$ cat src/hdl/chain_ctrl_pkg.sv
package chain_ctrl_pkg;

	// ==============================
	// Event system layout
	// ==============================

	localparam int STAGES     = 4;
	localparam int NUM_SWITCH = STAGES - 1;

	// Stage indices along the chain
	localparam int STG_PRODUCER = 0;
	localparam int STG_STEREO   = 1;
	localparam int STG_FREQ_INV = 2;
	localparam int STG_PCM      = 3;

	typedef logic [STAGES-1:0] stage_vec_t;

endpackage

$ cat src/hdl/stage_sequencer.sv
module stage_sequencer
	import chain_ctrl_pkg::*;
(
	input  logic                  clk,
	input  logic                  rst_n,
	input  stage_vec_t            stage_done,
	output stage_vec_t            stage_ready,
	output logic [NUM_SWITCH-1:0] buffer_switch
);

	stage_vec_t done_flags;
	logic       all_done;

	// Includes pulses arriving this cycle
	assign all_done = &(done_flags | stage_done);

	always_ff @(posedge clk or negedge rst_n) begin
		if (!rst_n) begin
			done_flags    <= '1;
			buffer_switch <= '0;
			stage_ready   <= '0;
		end else begin
			// Ready follows the switch by one cycle
			stage_ready <= {STAGES{buffer_switch[0]}};
			if (all_done) begin
				done_flags    <= '0;
				buffer_switch <= '1;
			end else begin
				done_flags    <= done_flags | stage_done;
				buffer_switch <= '0;
			end
		end
	end

	// ==============================
	// Checks
	// ==============================

	// A stage may not finish in the switch cycle, before it was told to start
	ready_switch_exclusive: assert property (
		@(posedge clk) disable iff (!rst_n)
		!(|stage_ready && |buffer_switch)
	) else $error("stage_ready and buffer_switch high together");

	// One done pulse per stage and round
	single_done_per_round: assert property (
		@(posedge clk) disable iff (!rst_n)
		(stage_done & done_flags) == '0
	) else $error("stage_done %b repeated, flags %b", stage_done, done_flags);

endmodule

$ cat config.mk
export PLATFORM = sky130hd
export DESIGN_NAME = stage_sequencer
export DESIGN_NICKNAME = d
export VERILOG_FILES = /design/src/hdl/chain_ctrl_pkg.sv /design/src/hdl/stage_sequencer.sv
export SDC_FILE = /design/constraint.sdc
export NUM_CORES = 1
export LEC_CHECK = 0
export BUFFER_PORTS_ARGS = -buffer_cell sky130_fd_sc_hd__buf_2
export CAP_MARGIN = 20
export CORE_AREA = 2 2 39 41
export CTS_CLUSTER_SIZE = 24
export DETAILED_ROUTE_END_ITERATION = 7
export DIE_AREA = 0 0 41 43
export RECOVER_POWER = 50
export SETUP_SLACK_MARGIN = 0.02
export SLEW_MARGIN = 0
export SYNTH_ARGS = -nofsm -noshare
export SYNTH_HDL_FRONTEND = slang
export SYNTH_SLANG_ARGS = --single-unit
$ cat constraint.sdc
create_clock -name clk -period 1.4 [get_ports clk]
set_input_delay 0.07 -clock clk [delete_from_list [all_inputs] [get_ports clk]]
set_output_delay 0.07 -clock clk [all_outputs]
set_load 0.01 [all_outputs]
==> impl_summary.md <==
Floorplan
The width of the die is approximately 41 um. The area enclosed by the die boundary is 1760 um^2. During I/O placement, the number of pins put on the boundary was 13.

In this run the core area contains 14 standard-cell rows. For this configuration, the core starts out at a cell density of 0.184. The chip height is 43 um.

The area inside the core boundary is 1380 um^2.

Clocking
The post-CTS repair timing setup buffer count is 0. Buffers inserted during clock tree synthesis total 3. CTS built an H-tree with a depth of 1. The number of gates resized after cts is 0. The clock insertion delay at the later pin of the skew report is around 0.24 ns.

The maximum clock path buffer count is 2. TritonCTS built the clock tree. The cell sitting at the root of the clock tree is a sky130_fd_sc_hd__clkbuf_4. The total number of clock tree sinks is 6. The clock edge transition at the registers on the reported setup and hold paths is 0.05 ns.

Flow run
Max-cap violations in this run came to 0.

Logic synthesis
The post-synthesis register bit count is 6. The synthesized netlist net count is 26. The unique cell type count in the Yosys netlist is 6. After synthesis the cells add up to 254 um^2. The portion of the post-synthesis area used by sequential elements is 0.611. The post-synthesis average cell area is 12.7 um^2. Synthesis produced a netlist whose cell count is 20. The total of warnings raised by yosys is 0.

Setup path
The startpoint of the worst register-to-register path is done_flags[3]$_DFF_PN1_. Data on the critical path is required at its endpoint by 1.56 ns. The cell with the largest stage delay on the worst path is sky130_fd_sc_hd__dfstp_2.

On the worst path, the slowest cell contributes a delay of 0.53 ns. The worst setup path is of the reg -> reg kind. The type of element capturing the critical path is a flip-flop. STA classifies the critical path startpoint as a flip-flop. Tracing the worst setup path back leads to its startpoint at done_flags[3]$_DFF_PN1_. The critical path's top delay family is flip-flops. The buffers plus inverters on the worst setup path is 0. Along the worst path, the maximum fanout reaches 4.

The critical path goes through nor2_1, o32a_1. The data arrival time of the worst path is 1.20 ns.

STA
The post-layout minimum cycle time is 1.04 ns. Setup violations remaining at the end of the flow were counted as 0. The maximum achievable frequency is between 900 and 1000 MHz. In the finished design, the share of the clock period the worst path needs comes to 0.740. The count of endpoints failing hold in the final timing report was 0. The relative slew slack is 0.779.

The total negative slack for setup checks is 0 ns. The clock skew after layout is 0.00628 ns. The number of slew-limit violations in the final report is 0. Setup repair after global routing left no endpoint under its margin. For the pin with the worst max-slew slack, the measured transition is 0.332 ns.

Routing
After the first detailed-routing iteration, the DRC count stood at 9. The number of detailed-route iterations in the first pass is 4. The routed length per placed instance is 10.3 um. In the routed design, unresolved DRC markers number 0. The total wirelength of the detailed-routed design is 493 um. In the routed layout, each cell is associated on average with a via count of 4.52. Detailed routing inserted a total of 217 vias. Once detail routing completed, the nets flagged for antenna violations numbered 0.

Layout
After the flow finishes, the layout carries non-filler instances totaling 48. The number of antenna diodes in the final layout is 0. The layout has between 100 and 150 filler cells. In the layout the commonest cells are 9 x sky130_fd_sc_hd__buf_2, 4 x sky130_fd_sc_hd__nor2_1, 4 x sky130_fd_sc_hd__o32a_1, 4 x sky130_fd_sc_hd__clkbuf_1, 4 x sky130_fd_sc_hd__dfstp_2. The most common cell after layout, fill and taps aside is sky130_fd_sc_hd__buf_2. The net count of the finished layout is 39. The fraction of layout cells with a size suffix above 1 is 0.500. The area overhead of the layout relative to synthesis is 29.6%.

Global route
The via count of the first global-routing pass came to 186. The number of antenna violations at the first check in global routing was 0. The remaining global-route overflow is 0. The wire length of the first global-routing pass is approximately 740 um. The maximum number of pins on one net before global-route repair is 7. The total global-route track usage is 0.0729.

Power
Summed over all cells, the static leakage comes to 0.146 nW. In this run the power density over the cells is 2060 nW/um^2. IR analysis of the VDD net gives a maximum drop of between 0.6 and 0.7 mV.

Placement
Port buffering added 12 buffers. Including well taps, the total number of placed cells is 43. Routability-driven placement finished with a final weighted congestion of roughly 0.72.

The wire-length estimate of the detail-placed layout is roughly 350 um.

Worst hold path
The start point of the worst hold path is stage_done[0]. The worst hold path belongs to the class in -> reg.

Outcome
The run finished with clean final reports.
[layout make-up]
class / instances / area, um^2 / share of cell area
flip-flops and latches: 6 / 155 / 0.471
repair buffers: 13 / 66.3 / 0.202
multi-input cells: 9 / 61.3 / 0.186
clock buffers: 4 / 26.3 / 0.0798
well taps: 16 / 20.0 / 0.0608
[what timing repair did]
action / 4_1_cts / 5_1_grt
endpoints found under the hold margin: 6 / 0
hold buffers: 1 / 0
setup endpoints to repair: 0 / 0
[worst register-to-register path: cells and delay by family, from the launching register on]
| kind | cells | cell delay, ns |
|---|---|---|
| AO/OA/AOI/OAI | 1 | 0.36 |
| AND/OR/NAND/NOR | 1 | 0.07 |
| flip-flops | 1 | 0.53 |
[synthesized netlist by cell type]
| cell type | count | share of area |
|---|---|---|
| sky130_fd_sc_hd__dfstp_2 | 4 | 0.41 |
| sky130_fd_sc_hd__nor2_1 | 4 | 0.059 |
| sky130_fd_sc_hd__o32a_1 | 4 | 0.16 |
| sky130_fd_sc_hd__buf_4 | 5 | 0.15 |
| sky130_fd_sc_hd__nor4_1 | 1 | 0.025 |
| sky130_fd_sc_hd__dfrtp_1 | 2 | 0.20 |
[where the power goes]
group	internal [mW]	switching [mW]
clock network	0.108	0.0591
logic	0.0921	0.109
registers	0.269	0.0404
total	0.469	0.208
[routing by layer]
metal | global-route usage | routed length (um)
met1 | 0.0858 | 245
met3 | 0.0785 | 68
met5 | 0 | 0
met2 | 0.0688 | 180
met4 | 0.0600 | 0
[registers in the layout (all words and copies together), names as in the netlist]
signal / count
stage_ready: 1
done_flags: 4
buffer_switch: 1
[worst paths after layout]
kind,to,slack [ns],depth (start not counted)
max,done_flags[1]$_DFF_PN1_,0.36,2
min in group asynchronous,buffer_switch[1]$_DFF_PN0_,0.24,2
max reg2reg,done_flags[1]$_DFF_PN1_,0.36,2
min reg2reg,stage_ready[0]$_DFF_PN0_,0.41,0
min,done_flags[0]$_DFF_PN1_,0.08,2
max in group asynchronous,done_flags[2]$_DFF_PN1_,0.86,2
[stage by stage]
step	setup WS [ns]	hold WS [ns]	utilization	power [mW]	instance area (um^2)
final	0.364	0.0805	0.238	0.678	329
after global routing	0.356	0.0729	0.238	0.728	329
after CTS	0.386	0.0663	0.241	0.690	333
after detailed placement	0.385	-0.0982	0.214	0.510	297
after global placement	0.396	-0.0987	0.214	0.505	297
after floorplan	0.427	-0.226	-	0.483	254
[cells by family (layout without fill, tap and decap cells)]
group,Yosys count,in the layout,share of synthesized area
flops,6,6,0.611
simple gates,5,5,0.0837
buf+inv,5,17,0.148
compound gates,4,4,0.158
(Power assumes the default switching activity.)
