==> src/hdl/mp3_frame_pkg.sv <==
package mp3_frame_pkg;

	// ==============================
	// Granule geometry
	// ==============================

	localparam int SAMPLE_W     = 18;
	localparam int GRANULE_SIZE = 576;
	localparam int ADDR_W       = 10;
	localparam int SUBBAND_LEN  = 18;
	localparam int NUM_SUBBANDS = 32;

	// ==============================
	// Stereo decoding
	// ==============================

	// 1/sqrt(2) in Q17
	localparam int INV_SQRT2       = 92682;
	localparam int INV_SQRT2_SHIFT = 17;

	localparam logic [1:0] MODE_JOINT_STEREO = 2'd1;
	localparam int         MS_EXT_BIT        = 1;

	typedef logic signed [SAMPLE_W-1:0] sample_t;
	typedef logic [ADDR_W-1:0] addr_t;

	typedef struct packed {
		sample_t ch0;
		sample_t ch1;
	} sample_pair_t;

	// Both channels share address and enable
	typedef struct packed {
		logic         we;
		addr_t        addr;
		sample_pair_t data;
	} granule_wr_t;

	// Header fields that ride along with each granule
	typedef struct packed {
		logic [1:0] mode;
		logic [1:0] mode_extension;
		logic [1:0] sampling_frequency;
	} frame_param_t;

endpackage

==> src/hdl/ms_stereo_stage.sv <==
module ms_stereo_stage
	import mp3_frame_pkg::*;
(
	input  logic         clk,
	input  logic         rst_n,
	input  logic         ready,
	output logic         done,
	output addr_t        rd_addr,
	input  sample_pair_t rd_data,
	input  frame_param_t param,
	output granule_wr_t  wr
);

	logic  active;
	logic  wr_valid;
	addr_t wr_addr_q;
	logic  ms_en;

	logic signed [SAMPLE_W:0]     sum_s;
	logic signed [SAMPLE_W:0]     diff_s;
	logic signed [2*SAMPLE_W+1:0] mid_prod;
	logic signed [2*SAMPLE_W+1:0] side_prod;

	// ==============================
	// Address walk
	// ==============================

	always_ff @(posedge clk or negedge rst_n) begin
		if (!rst_n) begin
			active   <= 1'b0;
			rd_addr  <= '0;
			wr_valid <= 1'b0;
			done     <= 1'b0;
		end else begin
			wr_valid <= active;
			done     <= wr_valid && (wr_addr_q == addr_t'(GRANULE_SIZE - 1));
			if (ready) begin
				active  <= 1'b1;
				rd_addr <= '0;
			end else if (active) begin
				if (rd_addr == addr_t'(GRANULE_SIZE - 1)) begin
					active <= 1'b0;
				end else begin
					rd_addr <= rd_addr + 1'b1;
				end
			end
		end
	end

	// Write address trails the read by the RAM latency
	always_ff @(posedge clk) begin
		wr_addr_q <= rd_addr;
	end

	// ==============================
	// Mid/side reconstruction
	// ==============================

	assign ms_en = (param.mode == MODE_JOINT_STEREO) && param.mode_extension[MS_EXT_BIT];

	always_comb begin
		sum_s     = rd_data.ch0 + rd_data.ch1;
		diff_s    = rd_data.ch0 - rd_data.ch1;
		mid_prod  = sum_s * INV_SQRT2;
		side_prod = diff_s * INV_SQRT2;

		wr.we   = wr_valid;
		wr.addr = wr_addr_q;
		if (ms_en) begin
			wr.data.ch0 = sample_t'(mid_prod >>> INV_SQRT2_SHIFT);
			wr.data.ch1 = sample_t'(side_prod >>> INV_SQRT2_SHIFT);
		end else begin
			wr.data = rd_data;
		end
	end

	done_after_walk: assert property (
		@(posedge clk) disable iff (!rst_n)
		done |-> !active
	) else $error("done raised during granule walk");

endmodule

==> config.mk <==
export PLATFORM = sky130hd
export DESIGN_NAME = ms_stereo_stage
export DESIGN_NICKNAME = d
export VERILOG_FILES = /design/src/hdl/mp3_frame_pkg.sv /design/src/hdl/ms_stereo_stage.sv
export SDC_FILE = /design/constraint.sdc
export NUM_CORES = 1
export LEC_CHECK = 0
export ABC_AREA = 1
export BUFFER_PORTS_ARGS = -buffer_cell sky130_fd_sc_hd__clkbuf_2
export CORE_ASPECT_RATIO = 1.1
export CORE_MARGIN = 2
export CORE_UTILIZATION = 45
export DETAILED_ROUTE_END_ITERATION = 16
export PLACE_DENSITY = 0.74
export SLEW_MARGIN = 25
export SYNTH_ARGS = -nofsm -noshare
export SYNTH_HDL_FRONTEND = slang
export SYNTH_SLANG_ARGS = --single-unit
==> constraint.sdc <==
create_clock -name clk -period 12.1 [get_ports clk]
set_input_delay 2.42 -clock clk [delete_from_list [all_inputs] [get_ports clk]]
set_output_delay 2.42 -clock clk [all_outputs]
set_load 0.05 [all_outputs]
==> impl_metrics.ini <==
[synthesis]
syn_nets = 2395
syn-cell-area_um2 = 14110
synth-seq-cells = 23
avgSynthCellArea_um2 = 7.565
yosys.area.top_type_share = 0.2652
synth_flop_cell = dfrtp_1
synth_common_cells = inv_1, ha_1, nand2_1
synth_area_leader_cell = ha_1
ys_types = 49
synthTopCellsByArea = ha_1, fa_1, inv_1
synthArstFlopShare = 0.5652
yosysSeqAreaShare = 0.03725
syn_inst = 1865
ys_warn_count = 0
yosysMostFrequentCell = inv_1
synth-edff-count = 0

[floorplanning]
io_pins = 103
die_w_um = 172.8
core_um2 = 31140
rows = 68
die_h_um = 189.7
initial_core_util = 0.4531
die_area_um2 = 32790

[placement]
place_ws_ps = 166.8
dpl.hpwl_um = 33260
port_buffers = 99
gp_congestion = 0.9409

[timing]
hold_viol_final = 0
fin_ws_ps = 350.8
finClkSkew_ps = 1.263
worst_pin_slew_ps = 628.6
fin_hold_ws_ps = 389.3
fmax_mhz = 85.11
maxSlewHeadroom = 0.5803
timing.setup.tns_ps = 0
drv_slew = 0
setup_viol = 0
min_period_over_period = 0.9710
period_minus_slack_ps = 11750
rsz0062_at_grt = yes

[route]
wire_per_inst_um = 15.21
drtIter0Drc = 564
wl_um = 37010
drtPass1Iterations = 6
viasPerCell = 5.043
ant_nets = 0
num_vias = 12270
drc_errors = 0

[cells_and_area]
finalNetCount = 2543
fillers = 3051
fin_util = 0.5045
seqCellArea_um2 = 525.5
area_growth_pct = 11.34
drive_gt1_frac = 0.1143
multi_input_area_um2 = 11610

[global_route]
grt_first_pass_wirelength_um = 60810
antenna_found_initial = 2
track_usage = 0.2275
grt_pass1_vias = 12740
overflow = 0
grt_max_degree = 43

[outcome]
status = completed

[cts]
cts_tree = yes
cts.path.max_buffers = 2
cts_hold_buf = 0
clkLatencyLatePin_ps = 250
path_clk_slew_ps = 60
htree_levels = 1
cts_root_buf = clkbuf_16
cts_buffers = 3
cts_sinks = 23

[setup_path]
r2r_cells = 12
cp.arrival_ps = 9330
end_kind = primary output
crit_top_cell = nand2_1
cp_slowest_cell = fa_1
crit_fanout = 7
path_class = in2out
startpoint_type = input pin
critPathRequiredTime_ps = 9680
rr_startpoint = rd_addr[0]
slowest_delay_ps = 550
reg2reg_slack_ps = 9980
crit-reg2reg-capture = rd_addr[8]
crit_start = rd_data[18]

[job]
drv_cap = 0

[worst_hold_path]
worstHoldStart = active
hold_path.class = reg2reg
hold-path-endpoint = wr_valid
min_path_cells = 0
==> layer usage <==
layer | vias to the layer above | track usage | share of wire
met2 | 334 | 0.4151 | 0.49
met4 | 0 | 0.09909 | 0.048
met3 | 86 | 0.02378 | 0.049
met1 | 5787 | 0.2714 | 0.41
met5 | - | 0 | 0
li1 | 6067 | - | -
==> cell families after synthesis <==
logic type,Yosys count,synth area share
xor+xnor,50,0.03157
fa+ha+maj,485,0.5291
flops,23,0.03725
buf+inv,545,0.1469
compound gates,235,0.09516
simple gates,527,0.1600
==> critical path: cells and delay by family <==
kind	cells	cell delay (ps)
fa+ha+maj	9	3600
compound gates	5	920
simple gates	10	1030
buf+inv	10	1180
xor+xnor	1	150
==> layout make-up <==
| cell class | count | share of cell area |
|---|---|---|
| inverters | 526 | 0.1257 |
| diodes | 2 | 0.0003186 |
| repair buffers | 162 | 0.06292 |
| clock buffers | 3 | 0.004779 |
| clock inverters | 1 | 0.0003186 |
| well taps | 420 | 0.03345 |
| flip-flops and latches | 23 | 0.03345 |
| multi-input cells | 1297 | 0.7391 |
==> registers in the layout, indices dropped and copies added, names as in the netlist <==
register	flops
rd_addr	10
active	1
wr_addr_q	10
done	1
wr_valid	1
==> worst max-delay path by stage <==
stage          endpoint  cells after the start
3_5_place_dp     wr[16]                     31
4_1_cts          wr[16]                     31
5_1_grt          wr[16]                     35
2_1_floorplan    wr[34]                     25
3_3_place_gp     wr[16]                     31
6_report         wr[16]                     35
==> repair_timing <==
item / in CTS / in global routing
setup buffers: 0 / 4
endpoints found under the setup margin: 0 / 19
gates resized for setup: 0 / 44
==> per-stage QoR <==
stage	instance area, um2	cells
final	15710	2434
after detailed placement	15480	2424
after floorplan	14110	1865
after global placement	15480	2424
after CTS	15560	2428
after global routing	15700	2432
==> placed cells by master (no fill, tap or decap), types with 4 or more instances in the layout <==
cell / Yosys / routed
xor2_2: 1 / 4
nor2_1: 114 / 112
dfxtp_1: 10 / 10
fa_1: 186 / 186
o21ai_0: 73 / 69
a21oi_2: 2 / 6
nand3b_1: 6 / 6
inv_2: 7 / 9
clkbuf_4: 0 / 5
o21bai_1: 14 / 14
or2_2: 23 / 23
buf_4: 2 / 66
nand4_1: 13 / 13
nand2_2: 4 / 4
xnor2_1: 16 / 15
o21a_1: 4 / 4
inv_1: 519 / 517
a21oi_1: 98 / 93
dfrtp_1: 13 / 13
xor2_1: 33 / 30
a21o_1: 9 / 9
nand3_1: 66 / 65
ha_1: 299 / 297
nand2_1: 266 / 266
nor3_1: 22 / 22
a211oi_1: 6 / 5
clkbuf_2: 1 / 89
o21ai_1: 3 / 7
a31oi_1: 11 / 11
Power is not shown: default switching activity piles up to over one toggle a cycle in this logic, so the estimate is an artifact.
