--- src/hdl/mp3_frame_pkg.sv ---
package mp3_frame_pkg;

	// ==============================
	// Granule geometry
	// ==============================

	localparam int SAMPLE_W     = 18;
	localparam int GRANULE_SIZE = 576;
	localparam int ADDR_W       = 10;
	localparam int SUBBAND_LEN  = 18;
	localparam int NUM_SUBBANDS = 32;

	// ==============================
	// Stereo decoding
	// ==============================

	// 1/sqrt(2) in Q17
	localparam int INV_SQRT2       = 92682;
	localparam int INV_SQRT2_SHIFT = 17;

	localparam logic [1:0] MODE_JOINT_STEREO = 2'd1;
	localparam int         MS_EXT_BIT        = 1;

	typedef logic signed [SAMPLE_W-1:0] sample_t;
	typedef logic [ADDR_W-1:0] addr_t;

	typedef struct packed {
		sample_t ch0;
		sample_t ch1;
	} sample_pair_t;

	// Both channels share address and enable
	typedef struct packed {
		logic         we;
		addr_t        addr;
		sample_pair_t data;
	} granule_wr_t;

	// Header fields that ride along with each granule
	typedef struct packed {
		logic [1:0] mode;
		logic [1:0] mode_extension;
		logic [1:0] sampling_frequency;
	} frame_param_t;

endpackage

--- src/hdl/freq_inversion_stage.sv ---
module freq_inversion_stage
	import mp3_frame_pkg::*;
(
	input  logic         clk,
	input  logic         rst_n,
	input  logic         ready,
	output logic         done,
	output addr_t        rd_addr,
	input  sample_pair_t rd_data,
	output granule_wr_t  wr
);

	logic [$clog2(NUM_SUBBANDS)-1:0] subband;
	logic [$clog2(SUBBAND_LEN)-1:0]  pos;

	logic  active;
	logic  last;
	logic  wr_valid;
	logic  wr_last;
	logic  invert_q;
	addr_t wr_addr_q;

	assign last = (subband == NUM_SUBBANDS - 1) && (pos == SUBBAND_LEN - 1);

	// ==============================
	// Subband walk
	// ==============================

	always_ff @(posedge clk or negedge rst_n) begin
		if (!rst_n) begin
			active   <= 1'b0;
			rd_addr  <= '0;
			subband  <= '0;
			pos      <= '0;
			wr_valid <= 1'b0;
			wr_last  <= 1'b0;
			done     <= 1'b0;
		end else begin
			wr_valid <= active;
			wr_last  <= active && last;
			done     <= wr_last;
			if (ready) begin
				active  <= 1'b1;
				rd_addr <= '0;
				subband <= '0;
				pos     <= '0;
			end else if (active) begin
				if (last) begin
					active <= 1'b0;
				end else begin
					rd_addr <= rd_addr + 1'b1;
					if (pos == SUBBAND_LEN - 1) begin
						pos     <= '0;
						subband <= subband + 1'b1;
					end else begin
						pos <= pos + 1'b1;
					end
				end
			end
		end
	end

	// Odd sample of an odd subband
	always_ff @(posedge clk) begin
		wr_addr_q <= rd_addr;
		invert_q  <= subband[0] & pos[0];
	end

	always_comb begin
		wr.we   = wr_valid;
		wr.addr = wr_addr_q;
		if (invert_q) begin
			wr.data.ch0 = -rd_data.ch0;
			wr.data.ch1 = -rd_data.ch1;
		end else begin
			wr.data = rd_data;
		end
	end

endmodule

--- config.mk ---
export PLATFORM = sky130hd
export DESIGN_NAME = freq_inversion_stage
export DESIGN_NICKNAME = d
export VERILOG_FILES = /design/src/hdl/mp3_frame_pkg.sv /design/src/hdl/freq_inversion_stage.sv
export SDC_FILE = /design/constraint.sdc
export NUM_CORES = 1
export LEC_CHECK = 0
export BUFFER_PORTS_ARGS = -buffer_cell sky130_fd_sc_hd__buf_4
export CELL_PAD_IN_SITES_DETAIL_PLACEMENT = 0
export CELL_PAD_IN_SITES_GLOBAL_PLACEMENT = 1
export CORE_MARGIN = 2
export CORE_UTILIZATION = 30
export DETAILED_ROUTE_END_ITERATION = 10
export PLACE_DENSITY_LB_ADDON = 0.08
export SLEW_MARGIN = 25
export SYNTH_ARGS = -nofsm -noshare
export SYNTH_HDL_FRONTEND = slang
export SYNTH_SLANG_ARGS = --single-unit
--- constraint.sdc ---
create_clock -name clk -period 5.7 [get_ports clk]
set_clock_uncertainty 0.05 [all_clocks]
set_input_delay 0.855 -clock clk [delete_from_list [all_inputs] [get_ports clk]]
set_output_delay 0.855 -clock clk [all_outputs]
set_load 0.05 [all_outputs]
==> key figures, run 1 <==
Synthesis
  – Main synth FF type: dfrtp_1
  – Post-synthesis net count: about 280
  – Synth Register Bits: 35
  – Seq/Total Area, Yosys: between 30% and 40%
  – Syn_area_per_cell: ~9.2 µm²
  – Post-synthesis cell area: 0.00213 mm²
  – Synth warnings: 0
  – Synth cell types: 38
  – Mapped Cells: approximately 230
  – Post-synth EDFFs: 0
  – Synth async-reset ratio: approximately two thirds

Clocking
  – CTS tree: done
  – Hold-fix buffers at CTS: 0
  – Post_cts resized: 0
  – Clk root buf: clkbuf_8
  – Num CTS Buffers: 5
  – Post-CTS Setup Repair Bufs: 0
  – Clock Latency Late Sink: 280 ps
  – Clock Pin Slew Worst Setup and Hold Paths: 70 ps
  – CTS Buffer Depth: 2
  – H-tree level count: 2
  – Sink Count: 35

Critical path
  – CP Data Required Time: 4800 ps
  – Crit-path max FO: 5
  – WS Path Type: input port to output pin
  – Crit-path most repeated cell: buf_4
  – Worst Setup SP: rd_data[27]
  – CP startpoint kind: input port
  – CP bufs+invs: 2
  – Crit-path max cell delay: roughly 560 ps
  – Worst Setup End Kind: output pin
  – Crit path DAT: 2470 ps
  – Cell Chain, Critical Path: buf_4 > or4_4 > or3_1 > o31ai_2 > xnor2_1 > buf_4
  – Worst path slowest cell: or4_4
  – Cell family with most CP delay: simple AND/OR/NAND/NOR gates
  – Worst R2R Start: subband[0]$_DFFE_PN0P_

Detailed routing
  – Iteration-0 DRC count of the detailed router: 29
  – Detailed-route DRC error count: 0
  – Vias: roughly 2000
  – Via-to-Cell Ratio: roughly 4.7
  – DRT Wirelength: ~5400 µm
  – Initial DRT Pass Iterations: 4
  – DR WL/cell: 12.8 µm
  – ANT nets after route: 0

Finish
  – Final Util: 44.0%
  – # nets final: 370
  – # diodes: 0
  – Final std cells w/o fill: ~420
  – Most frequent cells in the layout: buf_4 (96), xnor2_1 (43), dfrtp_1 (24)
  – Final Instance Area: roughly 0.003 mm²
  – Most common cell after layout, fill and taps aside: buf_4
  – Share of cells above drive strength 1: a little over a third
  – Area grow syn2layout: 41.0%

Global route
  – Initial antenna violation count: 0
  – GR Overflow Total: 0
  – First-pass GRT wire length: 8670 µm
  – Vias in the first global route: 1846
  – GRT Resource Usage Total: around 14%
  – Largest net degree at the start of global routing: 37

STA
  – Max_slew headroom: 60.9%
  – Setup_tns: 0 ps
  – Actual slew at the worst max-slew pin: roughly 570 ps
  – Setup violators final: 0
  – Final hold violation count: 0
  – Slew Viols, Final: 0
  – Hold_ws: around 300 ps
  – Crit share post-route: between 50% and 60%
  – Final Critical Period: 3370 ps
  – RSZ-0062 raised after global routing: false
  – Max Clk Rate: roughly 300 MHz

Floorplan
  – Die Area: slightly below 0.008 mm²
  – Core area: approximately 0.0068 mm²
  – Die height: 88.3 µm
  – I/O pin total: 97
  – Die width: a little under 90 µm
  – FP Rows: 30
  – Initial Utilization: 31.2%

Outcome
  – Status: finished clean

Place
  – DP Cell Count: roughly 410
  – Port-buffer cells: 96
  – Post-DP HPWL: about 4100 µm
  – GPL Wtd Cong: approximately 0.76
  – Post-DP Area: just under 0.003 mm²

Power
  – Power Dens Cells: between 150 and 200 mW/mm²
  – IR Drop Worst-Case VDD: roughly 0.18 mV
  – Leakage power: 1.29 nW

Min path
  – Hold Startpoint: wr_last$_DFF_PN0_
  – Worst min-delay path class: flop to flop

Flow run
  – Max_cap viols: 0
state kept, by name (all words and copies together), names as in the netlist:
signal     count
active         1
wr_last        1
wr_valid       1
subband        5
wr_addr_q     10
rd_addr       10
invert_q       1
pos            5
done           1
per-stage QoR:
stage / power (mW) / setup WS [ps]
2_1_floorplan: 0.352 / 2370
3_3_place_gp: 0.419 / 2340
3_5_place_dp: 0.419 / 2330
4_1_cts: 0.598 / 2330
5_1_grt: 0.618 / 2230
6_report: 0.586 / 2330
layout make-up:
type,instances,area (µm²)
well taps,96,120
inverters,8,30.0
flip-flops and latches,35,822
repair buffers,96,721
clock inverters,3,20.0
fillers,686,3820
multi-input cells,178,1220
clock buffers,5,68.8
cells in the mapped netlist (all sizes together), types with 2 or more instances:
cell type   n  area share, %
nand3       9            2.1
dfxtp      11             10
o41ai       6            2.8
a2111oi     3            1.2
o31ai       8            3.1
ha          7            4.1
buf         3            1.1
o21ai      12            2.8
or4         4            1.8
nand3b      2           0.70
dfrtp      24             28
xor2        3            1.2
xnor2      43             18
nand4       6            1.8
nor4        4            1.2
clkbuf      9            1.6
nor3        2           0.47
a211oi      3            1.1
nand2      19            3.3
nor2       22            3.9
and3        3           0.88
a21oi       6            1.4
nand2b      6            2.1
or2         2           0.59
inv         8            1.4
cells by family (layout without fill, tap and decap cells):
group / count (synthesis) / in the layout / share of synthesized area (%)
AOI/OAI and AO/OA: 40 / 40 / 13.2
xor gates and xnor gates: 46 / 46 / 18.9
adders and majority gates: 7 / 7 / 4.11
buffers and inverters: 20 / 112 / 4.05
DFF: 35 / 35 / 38.5
muxes: 2 / 2 / 0.998
and+or+nand+nor: 83 / 83 / 20.2
layer usage:
metal	global-route usage [%]	wire length [µm]	up-vias
met5	0	0	-
met4	4.55	50	0
met3	3.08	427	4
met2	22.0	2420	77
met1	18.8	2480	894
li1	-	-	996
final timing paths:
path / end / slack [ps] / cells past startpoint
min in group asynchronous: rd_addr[7]$_DFFE_PN0P_ / 410 / 1
setup / recovery: wr[31] / 2330 / 6
setup reg to reg: rd_addr[9]$_DFFE_PN0P_ / 3580 / 6
hold / removal: done$_DFF_PN0_ / 300 / 0
hold reg to reg: done$_DFF_PN0_ / 300 / 0
max in group asynchronous: subband[0]$_DFFE_PN0P_ / 4950 / 1
worst reg2reg max path, stage by stage, from the launching register on:
cell and delay, ps:
dfrtp_1 420, ha_1 220, and3_1 180, ha_1 310, a2111oi_0 590, xnor2_1 180, nor2_1 60
report_power, final:
part           internal, mW  switching [mW]  leakage, nW
combinational        0.0552          0.0994        0.842
sequential            0.252         0.00561        0.410
clock                0.0849          0.0889       0.0402
(Power assumes the default switching activity.)
==> run 2, diff against run 1 <==
- clock period: 5.7 -> 2.8 ns (I/O delays scaled with it)
==> run 2 against run 1 <==
Against the previous run:
- flip-flop and latch count is the same
- sequential power grew 100%
- clock power grew 130%
- critical path depth is the same
- via count grew 0.56%
- combinational power grew 100%
- non-clock buffer count grew 3
- cell area grew 1.2%
- critical endpoint unchanged
==> key figures, run 2 (synthesized netlist as in run 1, its figures left out) <==
Detailed routing
  – ANT nets after route: 0
  – Initial DRT Pass Iterations: 4
  – Iteration-0 DRC count of the detailed router: 50
  – Vias: slightly below 2000
  – Detailed-route DRC error count: 0
  – Via-to-Cell Ratio: 4.67
  – DR WL/cell: between 10 and 15 µm
  – DRT Wirelength: ~5600 µm

Clocking
  – Sink Count: 35
  – Post-CTS Setup Repair Bufs: 0
  – Clock Latency Late Sink: just under 300 ps
  – H-tree level count: 2
  – CTS tree: done
  – Clock Pin Slew Worst Setup and Hold Paths: 70 ps
  – Num CTS Buffers: 5
  – CTS Buffer Depth: 2
  – Clk root buf: clkbuf_8

Finish
  – Final Instance Area: between 0.003 and 0.004 mm²
  – Area grow syn2layout: 42.7%
  – Most frequent cells in the layout: buf_4 (98), xnor2_1 (43), dfrtp_1 (24)
  – Final std cells w/o fill: about 420
  – Most common cell after layout, fill and taps aside: buf_4
  – Share of cells above drive strength 1: between 30% and 40%
  – # diodes: 0
  – # nets final: roughly 370
  – Largest regs: rd_addr (10), wr_addr_q (10)

Floorplan
  – Core area: a little under 0.007 mm²
  – Die height: 88.3 µm
  – Die Area: 0.00780 mm²
  – FP Rows: 30
  – Die width: 88.3 µm
  – I/O pin total: 97
  – Initial Utilization: approximately 31%

Critical path
  – CP Data Required Time: around 2300 ps
  – Slack of the worst reg-to-reg path: around 690 ps
  – Worst Setup End Kind: output pin
  – CP startpoint kind: input port
  – Crit-path max FO: 5
  – WS Path Type: input port to output pin
  – Crit path DAT: around 2000 ps

STA
  – Setup violators final: 0
  – Final worst slack: between 300 and 400 ps
  – Max Clk Rate: around 400 MHz
  – RSZ-0062 raised after global routing: false
  – Final Critical Period: 2490 ps
  – Slew Viols, Final: 0
  – Final hold violation count: 0
  – Setup_tns: 0 ps
  – Actual slew at the worst max-slew pin: between 500 and 600 ps
  – Hold_ws: roughly 300 ps
  – Crit share post-route: 89.1%
  – Max_slew headroom: around three fifths

Min path
  – Worst min-delay path class: flop to flop

Place
  – GPL Wtd Cong: between 0.7 and 0.8
  – DP Cell Count: just over 400
  – Post-DP HPWL: 4180 µm
  – Port-buffer cells: 96
  – Post-DP Area: slightly below 0.003 mm²
  – Worst slack, placed: ~300 ps

Outcome
  – Status: finished clean

Power
  – Leakage power: 1.32 nW
  – Power Dens Cells: 409 mW/mm²
  – IR Drop Worst-Case VDD: between 0.3 and 0.4 mV

Flow run
  – Max_cap viols: 0

Global route
  – Largest net degree at the start of global routing: 25
  – GRT Resource Usage Total: roughly 14%
  – Vias in the first global route: around 1800
  – GR Overflow Total: 0
  – Initial antenna violation count: 0
  – First-pass GRT wire length: 8770 µm
-- run 2: area by class of cell --
type	instances	area (µm²)
Clock buffer	8	100
Fill cell	706	3790
Inverter	8	30.0
Multi-Input combinational cell	178	1220
Sequential cell	35	821
Tap cell	96	120
Timing Repair Buffer	99	746
-- run 2: critical path: stages --
cell,delay [ps]
buf_4,120
or4_4,560
or3_1,350
o31ai_2,210
xnor2_1,140
buf_4,210
-- run 2: where the power goes --
group | internal [mW] | switching [mW] | leakage (nW) | total [mW]
Sequential | 0.514 | 0.0118 | 0.409 | 0.526
Combinational | 0.113 | 0.203 | 0.857 | 0.316
Clock | 0.224 | 0.178 | 0.0515 | 0.402
Total | 0.852 | 0.393 | 1.32 | 1.24
-- run 2: what timing repair did --
item / 4_1_cts / 5_1_grt
setup endpoints to repair: 0 / 0
gates resized for setup: 0 / 0
hold endpoints to repair: 24 / 0
hold buffers: 1 / 0
-- run 2: worst paths after layout --
kind / cells past startpoint / end / startpoint
min in group asynchronous: 2 / rd_addr[6]$_DFFE_PN0P_ / rst_n
max in group asynchronous: 2 / rd_addr[9]$_DFFE_PN0P_ / rst_n
worst min-delay path: 0 / done$_DFF_PN0_ / wr_last$_DFF_PN0_
worst min register to register: 0 / done$_DFF_PN0_ / wr_last$_DFF_PN0_
worst max register to register: 6 / rd_addr[9]$_DFFE_PN0P_ / subband[0]$_DFFE_PN0P_
worst max-delay path: 6 / wr[31] / rd_data[27]
-- run 2: stage by stage --
stage | total power, mW | utilization (%)
2_1_floorplan | 0.717 | -
3_3_place_gp | 0.854 | 42.9
3_5_place_dp | 0.854 | 42.9
4_1_cts | 1.26 | 44.5
5_1_grt | 1.30 | 44.5
6_report | 1.24 | 44.5
-- run 2: layer usage --
metal	GRT usage [%]	share of wire [%]
met1	19.4	47
met2	22.1	44
met3	3.08	8.1
met4	4.96	1.0
met5	0	0
